**config.mk**
```make
export PLATFORM = sky130hd
export DESIGN_NAME = l1i_lru
export DESIGN_NICKNAME = d
export VERILOG_FILES = /design/src/l1i_lru.sv
export SDC_FILE = /design/constraint.sdc
export NUM_CORES = 1
export LEC_CHECK = 0
export BUFFER_PORTS_ARGS = -buffer_cell sky130_fd_sc_hd__buf_2
export CORE_ASPECT_RATIO = 1.4
export CORE_UTILIZATION = 65
export CTS_BUF_LIST = sky130_fd_sc_hd__clkbuf_4 sky130_fd_sc_hd__clkbuf_8
export DETAILED_ROUTE_END_ITERATION = 8
export PLACE_DENSITY = 0.83
export SYNTH_ARGS = -nofsm -noshare
export SYNTH_HDL_FRONTEND = slang
export SYNTH_SLANG_ARGS = --single-unit
export TNS_END_PERCENT = 20
```
**constraint.sdc**
```tcl
create_clock -name clk -period 5.7 [get_ports clk]
set_input_delay 0.57 -clock clk [delete_from_list [all_inputs] [get_ports clk]]
set_output_delay 0.57 -clock clk [all_outputs]
set_load 0.05 [all_outputs]
```
**src/l1i_lru.sv**
```systemverilog
// --------------------------------------------------
// True LRU per set, hit detection and victim choice.
// Ages update on the first cycle of each request for
// the way that was hit or picked as victim.
// --------------------------------------------------
module l1i_lru #(
	parameter int WAY_NUM = 4,
	parameter int IDX_WIDTH = 4
) (
	input  logic                 clk,
	input  logic                 rst_n,
	input  logic                 req,
	input  logic [IDX_WIDTH-1:0] idx,
	input  logic [WAY_NUM-1:0]   tag_cmp_vect,
	input  logic [WAY_NUM-1:0]   val_vect,
	output logic                 hit,
	output logic                 evict_val,
	output logic [WAY_NUM-1:0]   way_vect
);

	localparam int SET_NUM = 1 << IDX_WIDTH;
	localparam int WAY_W = (WAY_NUM > 1) ? $clog2(WAY_NUM) : 1;

	// Rank 0 is youngest, WAY_NUM-1 is oldest
	logic [WAY_W-1:0]   rank_r [SET_NUM][WAY_NUM];

	logic [WAY_NUM-1:0] hit_vect;
	logic [WAY_NUM-1:0] inv_vect;
	logic [WAY_NUM-1:0] lowest_inv;
	logic [WAY_NUM-1:0] oldest_vect;
	logic [WAY_W-1:0]   sel_rank;

	// --------------------------------------------------
	// Hit and victim
	// --------------------------------------------------
	assign hit_vect = tag_cmp_vect & val_vect;
	assign hit      = |hit_vect;
	assign inv_vect = ~val_vect;

	// Isolate lowest invalid way
	assign lowest_inv = inv_vect & (~inv_vect + 1'b1);

	for (genvar way = 0; way < WAY_NUM; way++) begin : g_old
		assign oldest_vect[way] = (rank_r[idx][way] == WAY_W'(WAY_NUM - 1));
	end

	// Invalid way wins over the oldest one
	assign way_vect  = hit ? hit_vect : ((|inv_vect) ? lowest_inv : oldest_vect);
	assign evict_val = ~hit & ~(|inv_vect);

	// Current rank of the touched way
	always_comb begin
		sel_rank = '0;
		for (int i = 0; i < WAY_NUM; i++) begin
			if (way_vect[i]) begin
				sel_rank = sel_rank | rank_r[idx][i];
			end
		end
	end

	// --------------------------------------------------
	// Age update
	// --------------------------------------------------
	always_ff @(posedge clk or negedge rst_n) begin
		if (!rst_n) begin
			for (int s = 0; s < SET_NUM; s++) begin
				for (int w = 0; w < WAY_NUM; w++) begin
					rank_r[s][w] <= WAY_W'(w);
				end
			end
		end else if (req) begin
			for (int w = 0; w < WAY_NUM; w++) begin
				if (way_vect[w]) begin
					rank_r[idx][w] <= '0;
				end else if (rank_r[idx][w] < sel_rank) begin
					// Younger than touched way, one step older
					rank_r[idx][w] <= rank_r[idx][w] + 1'b1;
				end
			end
		end
	end

	// A line sits in one way at most, given the tag array contents
	hit_onehot_a: assert property (@(posedge clk) disable iff (!rst_n)
		req |-> $onehot0(hit_vect))
		else $error("line present in more than one way");

	way_onehot_a: assert property (@(posedge clk) disable iff (!rst_n)
		req |-> $onehot0(way_vect))
		else $error("way vector not one-hot");

endmodule

```
==> out/qor.csv <==
metric,value,unit
status,"complete, no violations",
numCtsBuffers,17,
grtUsageTotal,0.371,
yosys.area_share.simple,0.190,
dp_cells,930,
largest-register,rank_r,
wl_per_cell,22.7,µm
ctsResizeCount,0,
globalplace.congestion,0.942,
largest_reg_flops,128,
portBuffers,20,
drt_wl_total,21.9,mm
grt_pass1_wl,35.0,mm
synth_seq_area_share,0.420,
die-area,12500,µm²
hpwlAfterDp,14.8,mm
pwr_density_cell,304,nW/µm²
cts_htree_levels,4,
grt_max_degree,79,
num_vias,6831,
drive_gt1_frac,0.265,
min_period,5.31,ns
fill_cells,815,
grt_pass1_vias,6856,
synth_compound_area_frac,0.153,
largestRegisters,rank_r: 128 flops,
clock.fmax,188,MHz
mostFrequentLayoutCell,nand3_1,
placed_cell_area,8050,µm²
num_rows,47,
overflow,0,
final_cell_mix,"nand3_1, nand2_1, o211ai_1, inv_1",
final_cell_area,8470,µm²
synth_edf_count,0,
tightest_slew,1.40,ns
die_y,132,µm
synth_top_family_by_area,simple AND/OR/NAND/NOR gates,
drc,0,
skew,0.0132,ns
synthAdderAreaFrac,0.0128,
path_clk_slew,0.08,ns
ys_seq_elements,128,
fin_tns_setup,0,ns
drtIter0Drc,743,
maxSlewViolCount,0,
post_cts_buffers,0,
antenna_found_initial,0,
maxSlewHeadroom,0.0679,
dieWidth,94.7,µm
critical_path.max_fanout,32,
viasPerCell,7.10,
p_leak,3.92,nW
antenna_cells,0,
hold_class,primary input to async pin,
cp.arrival,5.71,ns
synth_top_area_frac,0.215,
fin_crit_sh,0.932,
ant_nets,0,
synth_ff_type,dfstp_2,
path_class,primary input to register,
syn_inst,794,
synthXorXnorAreaFrac,0,
rsz0062_at_grt,false,
hold_buffers,0,
synth_nets,817,
async_flop_share,1.00,
vdd_drop_max,0.000214,V
yosysUniqueCellTypes,56,
critPathCaptureType,register,
ios,21,
maxCapViolations,0,
syn_avg_cell_area,9.86,µm²
cts_root_buf,clkbuf_8,
clk_path_buf_depth,2,
clk_latency,0.47,ns
fin_cells,962,
synthMuxAreaShare,0.151,
cp.required,6.10,ns
synth_area,7830,µm²
initial_core_util,0.665,
dr.pass1.iters,5,
num-nets-final,825,
hold_viol,0,
cts_tree,built,
area_growth,8.25,%
cp-start-kind,primary input,
synth_area_leaders,"dfstp_2, dfrtp_1, o211ai_1",
core_area,11800,µm²
setup_violations,0,
fin_total_pwr,2.57,mW
ys_warn_count,0,
clock-sinks,128,
yosysTopAreaCell,dfstp_2,
## Yosys cell counts (all sizes together), types with 3 or more instances
master and number:
o2111ai 5, a31oi 15, a22oi 6, clkbuf 32, nor3 7, o211ai 81
buf 24, a211oi 4, o2bb2ai 5, and2 4, a22o 5, dfstp 64
or3 3, nor4 17, inv 78, nand2b 4, dfrtp 64, o21ai 16
nand2 110, mux4 36, mux2 28, ha 8, nor2b 4, nand3 119
nor2 33
## power by group
part	total [mW]	internal, mW	switching [mW]	leakage [nW]
Sequential	1.09	1.02	0.0643	1.38
Clock	0.841	0.443	0.397	0.204
Combinational	0.645	0.245	0.401	2.34
## per-stage QoR
| stage | hold slack (ns) | util | setup slack [ns] |
|---|---|---|---|
| detailed placement | 0.492 | 0.684 | -0.00514 |
| global route | 0.340 | 0.720 | 0.102 |
| CTS | 0.283 | 0.720 | 0.466 |
| floorplan | 0.274 | - | 0.252 |
| finish | 0.234 | 0.720 | 0.390 |
| global placement | 0.481 | 0.684 | 0.317 |
## path summary, 6_finish.rpt
kind / startpoint / end / slack, ns / depth (start not counted)
max in group asynchronous: rst_n / rank_r[114]$_DFFE_PN0P_ / 4.25 / 2
worst min-delay path: rst_n / rank_r[85]$_DFFE_PN0P_ / 0.23 / 1
worst min register to register: rank_r[3]$_DFFE_PN1P_ / rank_r[3]$_DFFE_PN1P_ / 0.50 / 2
worst max-delay path: idx[0] / rank_r[11]$_DFFE_PN1P_ / 0.39 / 16
min in group clk: rank_r[3]$_DFFE_PN1P_ / rank_r[3]$_DFFE_PN1P_ / 0.50 / 2
worst max register to register: rank_r[112]$_DFFE_PN1P_ / rank_r[11]$_DFFE_PN1P_ / 0.75 / 16
## layout make-up
type,count,area (µm²),share of cell area
Sequential cell,128,3280,0.388
Tap cell,147,184,0.0217
Clock buffer,18,241,0.0285
Inverter,78,293,0.0346
Timing Repair Buffer,45,290,0.0343
Multi-Input combinational cell,532,4000,0.472
Clock inverter,14,183,0.0216
## cells by family after synthesis
family	count (synthesis)
AOI/OAI and AO/OA	152
adders and majority gates	8
buffers and inverters	134
DFF	128
muxes	64
and+or+nand+nor	308
## critical path: stages
cell and delay, ns:
buf_2 0.44, buf_4 0.38, mux4_2 0.57, mux4_2 0.54
ha_1 0.21, nand4_1 0.08, a2111oi_0 0.18, nor2_1 0.26
inv_1 0.14, a221oi_1 0.38, buf_4 0.21, ha_1 0.21
nor2_1 0.07, o21ai_2 1.05, o211ai_1 0.24, nand3_1 0.17
## routing by layer
layer  global-route usage  share of wire  vias up
met5                    0              0        -
met4                0.247          0.067        0
met3               0.0946          0.094      131
met2                0.573           0.48      447
met1                0.455           0.35     3323
li1                     -              -     2930
No activity file was read; power rests on OpenSTA's default activity.
