## config.mk

```make
export PLATFORM = sky130hd
export DESIGN_NAME = l1i_miss_ctrl
export DESIGN_NICKNAME = d
export VERILOG_FILES = /design/src/l1i_pkg.sv /design/src/l1i_miss_ctrl.sv
export SDC_FILE = /design/constraint.sdc
export NUM_CORES = 1
export LEC_CHECK = 0
export BUFFER_PORTS_ARGS = -buffer_cell sky130_fd_sc_hd__buf_2
export CAP_MARGIN = 25
export CORE_MARGIN = 2
export CORE_UTILIZATION = 38
export CTS_BUF_LIST = sky130_fd_sc_hd__clkbuf_16
export DETAILED_ROUTE_END_ITERATION = 7
export PLACE_DENSITY = 0.77
export RECOVER_POWER = 25
export SYNTH_ARGS = -nofsm -noshare
export SYNTH_HDL_FRONTEND = slang
export SYNTH_SLANG_ARGS = --single-unit
```

## constraint.sdc

```tcl
create_clock -name clk -period 11.1 [get_ports clk]
set_input_delay 1.11 -clock clk [delete_from_list [all_inputs] [get_ports clk]]
set_output_delay 1.11 -clock clk [all_outputs]
set_load 0.02 [all_outputs]
```

## src/l1i_pkg.sv

```systemverilog
// --------------------------------------------------
// Shared widths and enums of the L1 instruction cache.
// Imported by the RTL modules and the testbench.
// --------------------------------------------------
package l1i_pkg;

	// --------------------------------------------------
	// Widths
	// --------------------------------------------------

	// Core and MAU byte address
	localparam int ADDR_WIDTH = 32;

	// Instruction word returned to the core
	localparam int DATA_WIDTH = 32;

	// --------------------------------------------------
	// Miss controller
	// --------------------------------------------------

	// Idle covers the lookup cycle, both on hits and on
	// the first cycle of a miss
	typedef enum logic [1:0] {
		MISS_IDLE   = 2'b00,
		// Write-back of a valid victim pending
		MISS_EVICT  = 2'b01,
		// Line read pending
		MISS_REFILL = 2'b10
	} miss_state_e;

	// --------------------------------------------------
	// MAU command
	// --------------------------------------------------

	// Drives the mau_req_ev line
	typedef enum logic {
		MAU_READ      = 1'b0,
		MAU_WRITEBACK = 1'b1
	} mau_cmd_e;

endpackage

```

## src/l1i_miss_ctrl.sv

```systemverilog
// --------------------------------------------------
// Miss sequencing on the MAU val/ack interface.
// Writes back a valid victim first, then reads the
// requested line; refill_done marks the read ack.
// --------------------------------------------------
module l1i_miss_ctrl import l1i_pkg::*; #(
	parameter int OFFSET_WIDTH = 4,
	localparam int LINE_WIDTH = 8 << OFFSET_WIDTH,
	localparam int LADDR_WIDTH = ADDR_WIDTH - OFFSET_WIDTH
) (
	input  logic                   clk,
	input  logic                   rst_n,
	input  logic                   miss,
	input  logic                   evict_val,
	input  logic [LADDR_WIDTH-1:0] req_tag_idx,
	input  logic [LADDR_WIDTH-1:0] victim_addr,
	input  logic [LINE_WIDTH-1:0]  victim_line,
	input  logic                   mau_req_ack,
	output logic                   mau_req_val,
	output mau_cmd_e               mau_req_ev,
	output logic [ADDR_WIDTH-1:0]  mau_req_addr,
	output logic [LINE_WIDTH-1:0]  mau_req_ev_data,
	output logic                   refill_done
);

	miss_state_e            state_r;
	miss_state_e            state_next;

	// Victim copy, taken when the miss is first seen
	logic [LADDR_WIDTH-1:0] ev_addr_r;
	logic [LINE_WIDTH-1:0]  ev_line_r;

	logic [LADDR_WIDTH-1:0] line_addr;

	always_ff @(posedge clk or negedge rst_n) begin
		if (!rst_n) begin
			state_r <= MISS_IDLE;
		end else begin
			state_r <= state_next;
		end
	end

	always_ff @(posedge clk) begin
		if (state_r == MISS_IDLE && miss && evict_val) begin
			ev_addr_r <= victim_addr;
			ev_line_r <= victim_line;
		end
	end

	// --------------------------------------------------
	// Next state and MAU request
	// --------------------------------------------------
	always_comb begin
		state_next      = state_r;
		mau_req_val     = 1'b0;
		mau_req_ev      = MAU_READ;
		line_addr       = req_tag_idx;
		mau_req_ev_data = '0;
		refill_done     = 1'b0;
		case (state_r)
			MISS_IDLE: begin
				// Request goes out in the lookup cycle itself
				if (miss) begin
					mau_req_val = 1'b1;
					if (evict_val) begin
						mau_req_ev      = MAU_WRITEBACK;
						line_addr       = victim_addr;
						mau_req_ev_data = victim_line;
						state_next      = mau_req_ack ? MISS_REFILL : MISS_EVICT;
					end else begin
						// Zero-wait MAU finishes the refill here
						refill_done = mau_req_ack;
						state_next  = mau_req_ack ? MISS_IDLE : MISS_REFILL;
					end
				end
			end
			MISS_EVICT: begin
				mau_req_val     = 1'b1;
				mau_req_ev      = MAU_WRITEBACK;
				line_addr       = ev_addr_r;
				mau_req_ev_data = ev_line_r;
				if (mau_req_ack) begin
					state_next = MISS_REFILL;
				end
			end
			MISS_REFILL: begin
				mau_req_val = 1'b1;
				refill_done = mau_req_ack;
				if (mau_req_ack) begin
					state_next = MISS_IDLE;
				end
			end
			default: begin
				state_next = MISS_IDLE;
			end
		endcase
	end

	// Always line aligned
	assign mau_req_addr = {line_addr, {OFFSET_WIDTH{1'b0}}};

	// Holds only while the core keeps its address stable
	req_stable_a: assert property (@(posedge clk) disable iff (!rst_n)
		mau_req_val && !mau_req_ack |=> mau_req_val && $stable(mau_req_ev)
			&& $stable(mau_req_addr) && $stable(mau_req_ev_data))
		else $error("MAU request changed before acknowledge");

endmodule

```

==> impl_metrics.py, run 1 <==
metrics = {
    "run_status": {
        "status": "completed",
    },
    "logic_synthesis": {
        "ys.warnings.count": 0,
        "synth_cells": 415,
        "synthFlopType": "edfxtp_1",
        "synth-edff-count": 156,
        "synth-seq-cells": 158,
        "synth.avg_cell_area_sq_um": 16.3,
        "synth_cell_type_count": 26,
        "syn_area_sq_um": 6780,
        "synthArstFlopShare": 0.0127,
        "ys_seq_area_frac": 0.698,
    },
    "drt": {
        "wl_um": 16800,
        "drtPass1Iterations": 5,
        "ant_nets": 0,
        "drtIter0Drc": 238,
        "avgViaCountPerCell": 5.11,
        "vias": 5028,
        "wl_per_cell_um": 17.1,
        "drc": 0,
    },
    "timing": {
        "hold_viol_final": 0,
        "max_freq_mhz": 237,
        "slew-limit-headroom": 0.332,
        "fin_crit_sh": 0.380,
        "slew_viol_final": 0,
        "period_needed_ps": 4220,
        "finClkSkew_ps": 8.08,
        "tightest_slew_ps": 1000,
        "setup_violations": 0,
        "finalSetupTns_ps": 0,
        "rsz0062_at_grt": "no",
    },
    "global_route": {
        "grt_use_total": 0.165,
        "grt_pass1_wl_um": 23600,
        "grt_pass1_vias": 4564,
        "grt-ovfl-total": 0,
        "grt_max_degree": 83,
        "antenna_found_initial": 0,
    },
    "cts": {
        "postCtsSetupBuffers": 0,
        "clock-sinks": 158,
        "cts_resized": 0,
        "cts_tree": "built",
        "ctsHoldBuffers": 0,
        "numCtsBuffers": 17,
        "cts-root-buf": "clkbuf_16",
        "clk_pin_slew_ps": 60,
        "h-tree-depth": 4,
        "clk_latency_ps": 420,
        "clockBufferDepth": 2,
    },
    "critical_path": {
        "crit_path_max_fanout": 68,
        "critPathLaunchType": "flop",
        "rr_endpoint": "ev_addr_r[10]",
        "r2r-start": "state_r[1]",
        "criticalPathCategory": "reg2out",
        "r2r_cells": 6,
        "reg2reg_setup_slack_ps": 7840,
        "worstSetupEndpointType": "output pin",
        "arrival_ps": 3110,
        "required_ps": 9990,
    },
    "worst_hold_path": {
        "hp-class": "in2async",
    },
    "run": {
        "maxCapViolCount": 0,
    },
    "power_and_ir_drop": {
        "leakagePower_uw": 0.00395,
        "peakVddDrop_mv": 0.145,
        "p_per_area_nw_per_um2": 247,
        "total_power_uw": 2260,
    },
    "die": {
        "chipHeight_um": 138,
        "die_x_um": 138,
        "die_area_sq_um": 18900,
        "coreArea_sq_um": 17400,
        "ios": 352,
        "initial_core_util": 0.391,
        "fp-row-count": 48,
    },
    "layout": {
        "final_cell_mix": "291 x buf_2, 156 x edfxtp_1, 128 x a22o_1, 56 x clkbuf_1, 28 x and2_1",
        "n_antenna_cell": 0,
        "layout-drive-gt1-share": 0.449,
        "final_cell_area_sq_um": 9170,
        "final_nets": 943,
        "syn_to_final_growth_pct": 35.2,
        "final_common_cell": "buf_2",
    },
    "place": {
        "dp_hpwl_um": 11800,
        "portBuffers": 347,
        "dpl-instance-area_sq_um": 8630,
        "gp_congestion": 0.779,
    },
}
-- sequential cells by signal (all words and copies together), names as in the netlist --
register	cells
ev_line_r	128
ev_addr_r	28
state_r	2
-- layout make-up --
type                       count  area, sq um
tap                          225          282
inverter                       5         18.8
timing repair buffer         352         1720
clock buffer                  17          425
multi-input combinational    213         1830
fill                        1541         8180
clock inverter                13          160
sequential                   158         4730
-- how the worst max path moves through the flow --
stage               startpoint  cells past startpoint                  end
finish              state_r[1]                      6   mau_req_ev_data[0]
global route        state_r[1]                      6  mau_req_ev_data[27]
CTS                 state_r[1]                      6     mau_req_addr[10]
detailed placement        miss                      5  mau_req_ev_data[27]
global placement     evict_val                      5  mau_req_ev_data[27]
floorplan                 miss                      2         ev_addr_r[0]
-- power by group --
| part | total [uW] | internal, uW | switching [uW] |
|---|---|---|---|
| logic | 905 | 330 | 575 |
| registers | 772 | 751 | 20.6 |
| clock network | 585 | 353 | 232 |
-- critical path, stage by stage, from the launching register on --
cell	delay (ps)
dfrtp_1	400
inv_1	170
ha_1	300
and3_4	650
buf_4	680
a22o_1	250
buf_2	170
-- synth_stat cells (2+ instances only) --
library cell | count | share of area
a21oi_1 | 2 | 0.0015
a221o_1 | 20 | 0.030
a221o_2 | 8 | 0.013
a22o_1 | 128 | 0.17
and2_1 | 28 | 0.026
buf_2 | 18 | 0.013
buf_4 | 4 | 0.0044
buf_6 | 3 | 0.0050
buf_8 | 2 | 0.0044
clkbuf_1 | 15 | 0.0083
dfrtp_1 | 2 | 0.0074
edfxtp_1 | 156 | 0.69
ha_1 | 7 | 0.013
inv_1 | 5 | 0.0028
mux2i_1 | 2 | 0.0030
nand2_1 | 3 | 0.0017
nor2_1 | 3 | 0.0017
-- per-layer routing --
layer,GRT usage,share of wire,up-vias
met3,0.0504,0.080,30
met5,0,0,-
met2,0.275,0.49,241
met1,0.197,0.41,2372
met4,0.0699,0.022,0
li1,-,-,2385
-- metrics by stage --
stage / setup WS, ps / hold slack, ps / util / instances
after CTS: 6790 / 453 / 0.531 / 982
after detailed placement: 6950 / 686 / 0.497 / 952
after floorplan: 2750 / 582 / - / 418
after global placement: 6960 / 663 / 0.497 / 952
final: 6880 / 475 / 0.528 / 983
after global routing: 6690 / 459 / 0.528 / 983
-- logic make-up after synthesis --
group / count (synthesis) / synth area share
mux: 2 / 0.00295
fa+ha+maj: 7 / 0.0129
other cells: 1 / 0.000553
simple gates: 39 / 0.0345
compound gates: 161 / 0.213
buf+inv: 47 / 0.0382
flops: 158 / 0.698
(Power assumes the default switching activity.)
==> run 2: changes to the inputs <==
- PLACE_DENSITY: 0.77 -> 0.8
- clock period: 11.1 -> 3.47 ns (I/O delays scaled with it)
==> impl_metrics.py, run 2 (synthesized netlist as in run 1, its figures left out) <==
metrics = {
    "critical_path": {
        "worstSetupEndpointType": "output pin",
        "max_stage_delay_ps": 510,
        "critPathTopFamily": "buffers and inverters",
        "critPathLaunchType": "flop",
        "cp_num_buf_inv": 3,
        "required_ps": 3120,
        "crit_slowest_cell": "and3_4",
        "crit_chain": "inv_2 > ha_1 > and3_4 > buf_4 > a22o_1 > buf_2",
        "criticalPathCategory": "reg2out",
        "r2r-start": "state_r[0]",
        "arrival_ps": 2510,
        "crit_path_max_fanout": 39,
        "startpoint": "state_r[0]",
    },
    "layout": {
        "top_regs": "ev_line_r: 128 flops, ev_addr_r: 28 flops, state_r: 2 flops",
        "layout-drive-gt1-share": 0.460,
        "finalNonFillerCells": 988,
        "syn_to_final_growth_pct": 35.5,
        "final_cell_area_sq_um": 9190,
        "final_cell_mix": "297 x buf_2, 156 x edfxtp_1, 128 x a22o_1, 49 x clkbuf_1, 28 x and2_1",
        "final_nets": 944,
        "fill_cells": 1503,
        "largest_register_ffs": 128,
        "final_common_cell": "buf_2",
        "largest-register": "ev_line_r",
    },
    "place": {
        "dpl-instance-area_sq_um": 8670,
        "dp_hpwl_um": 11900,
        "portBuffers": 347,
        "post-place-ws_ps": 1060,
        "dpl.cell_count": 953,
        "gp_congestion": 0.752,
    },
    "timing": {
        "slew_viol_final": 0,
        "finClkSkew_ps": 9.34,
        "fin_crit_sh": 0.824,
        "tightest_slew_ps": 925,
        "rsz0062_at_grt": "no",
        "slew-limit-headroom": 0.383,
        "setup_violations": 0,
        "period_needed_ps": 2860,
        "max_freq_mhz": 350,
        "fin_ws_ps": 612,
        "finalSetupTns_ps": 0,
        "hold_viol_final": 0,
    },
    "drt": {
        "ant_nets": 0,
        "drc": 0,
        "wl_um": 16800,
        "wl_per_cell_um": 17.1,
        "drtPass1Iterations": 4,
        "drtIter0Drc": 249,
        "avgViaCountPerCell": 5.11,
        "vias": 5051,
    },
    "power_and_ir_drop": {
        "leakagePower_uw": 0.00396,
        "swShare": 0.375,
        "power_frac_seq": 0.346,
        "p_per_area_nw_per_um2": 777,
        "p_int_uw": 4460,
        "peakVddDrop_mv": 0.488,
        "pwr-share-comb": 0.406,
        "p_switching_uw": 2680,
        "p_clk_frac": 0.249,
    },
    "global_route": {
        "grt_pass1_wl_um": 23700,
        "antenna_found_initial": 1,
        "grt_max_degree": 160,
        "grt_pass1_vias": 4622,
        "grt-ovfl-total": 0,
        "grt_use_total": 0.165,
    },
    "cts": {
        "clock-sinks": 158,
        "cts_resized": 0,
        "clk_latency_ps": 420,
        "h-tree-depth": 4,
        "cts-root-buf": "clkbuf_16",
        "postCtsSetupBuffers": 0,
        "clockBufferDepth": 2,
        "numCtsBuffers": 17,
        "clk_pin_slew_ps": 70,
        "cts_tree": "built",
    },
    "die": {
        "die_x_um": 138,
        "chipHeight_um": 138,
        "ios": 352,
        "initial_core_util": 0.391,
        "die_area_sq_um": 18900,
        "fp-row-count": 48,
        "coreArea_sq_um": 17400,
    },
    "worst_hold_path": {
        "hp-start": "victim_line[120]",
        "hp-class": "in2reg",
    },
    "run": {
        "maxCapViolCount": 0,
    },
    "run_status": {
        "status": "completed",
    },
}
-- run 2: cell count changes in the layout (fill, tap and decap cells not counted), sizes merged --
cell,delta
clkinvlp,+1
buf,+8
clkinv,-1
diode,+2
bufinv,-2
dlygate4sd3,+1
clkbuf,-8
inv,+4
-- run 2: cell type report --
class / count / area, sq um / share of cell area
Antenna cell: 2 / 5.00 / 0.000545
Tap cell: 225 / 282 / 0.0306
Timing Repair Buffer: 353 / 1760 / 0.191
Sequential cell: 158 / 4730 / 0.515
Inverter: 5 / 18.8 / 0.00204
Clock buffer: 17 / 425 / 0.0463
Multi-Input combinational cell: 213 / 1830 / 0.199
Clock inverter: 15 / 138 / 0.0150
-- run 2: metal layers --
| metal | part of all wire | vias up | track usage |
|---|---|---|---|
| li1 | - | 2404 | - |
| met4 | 0.0088 | 0 | 0.0470 |
| met2 | 0.50 | 238 | 0.283 |
| met1 | 0.40 | 2398 | 0.192 |
| met5 | 0 | - | 0 |
| met3 | 0.089 | 11 | 0.0636 |
-- run 2: timing repair --
action	CTS	global route
setup endpoints to repair	0	0
hold buffers	1	0
hold endpoints to repair	2	0
-- run 2: power groups by stage --
stage	combinational (uW)	clock, uW	sequential (uW)
5_1_grt	3120	1900	2490
3_5_place_dp	2920	0	2510
2_1_floorplan	2100	0	2500
4_1_cts	2930	1830	2470
3_3_place_gp	2910	0	2500
6_report	2900	1780	2470
-- run 2: stage by stage --
step           power, uW   util  hold WS (ps)
6_report            7140  0.529           112
5_1_grt             7500  0.529          89.7
4_1_cts             7230  0.533          93.0
3_5_place_dp        5430  0.500           150
3_3_place_gp        5410  0.500           148
2_1_floorplan       4600      -          51.4
-- run 2: final timing paths --
path                                              to  slack [ps]  cells after the start
worst max-delay path            mau_req_ev_data[119]         610                      6
worst min register to register            state_r[1]         650                      2
worst min-delay path                  ev_line_r[120]         110                      1
max in group asynchronous                 state_r[0]        3070                      2
min in group asynchronous                 state_r[1]         300                      2
worst max register to register         ev_addr_r[19]        1440                      5
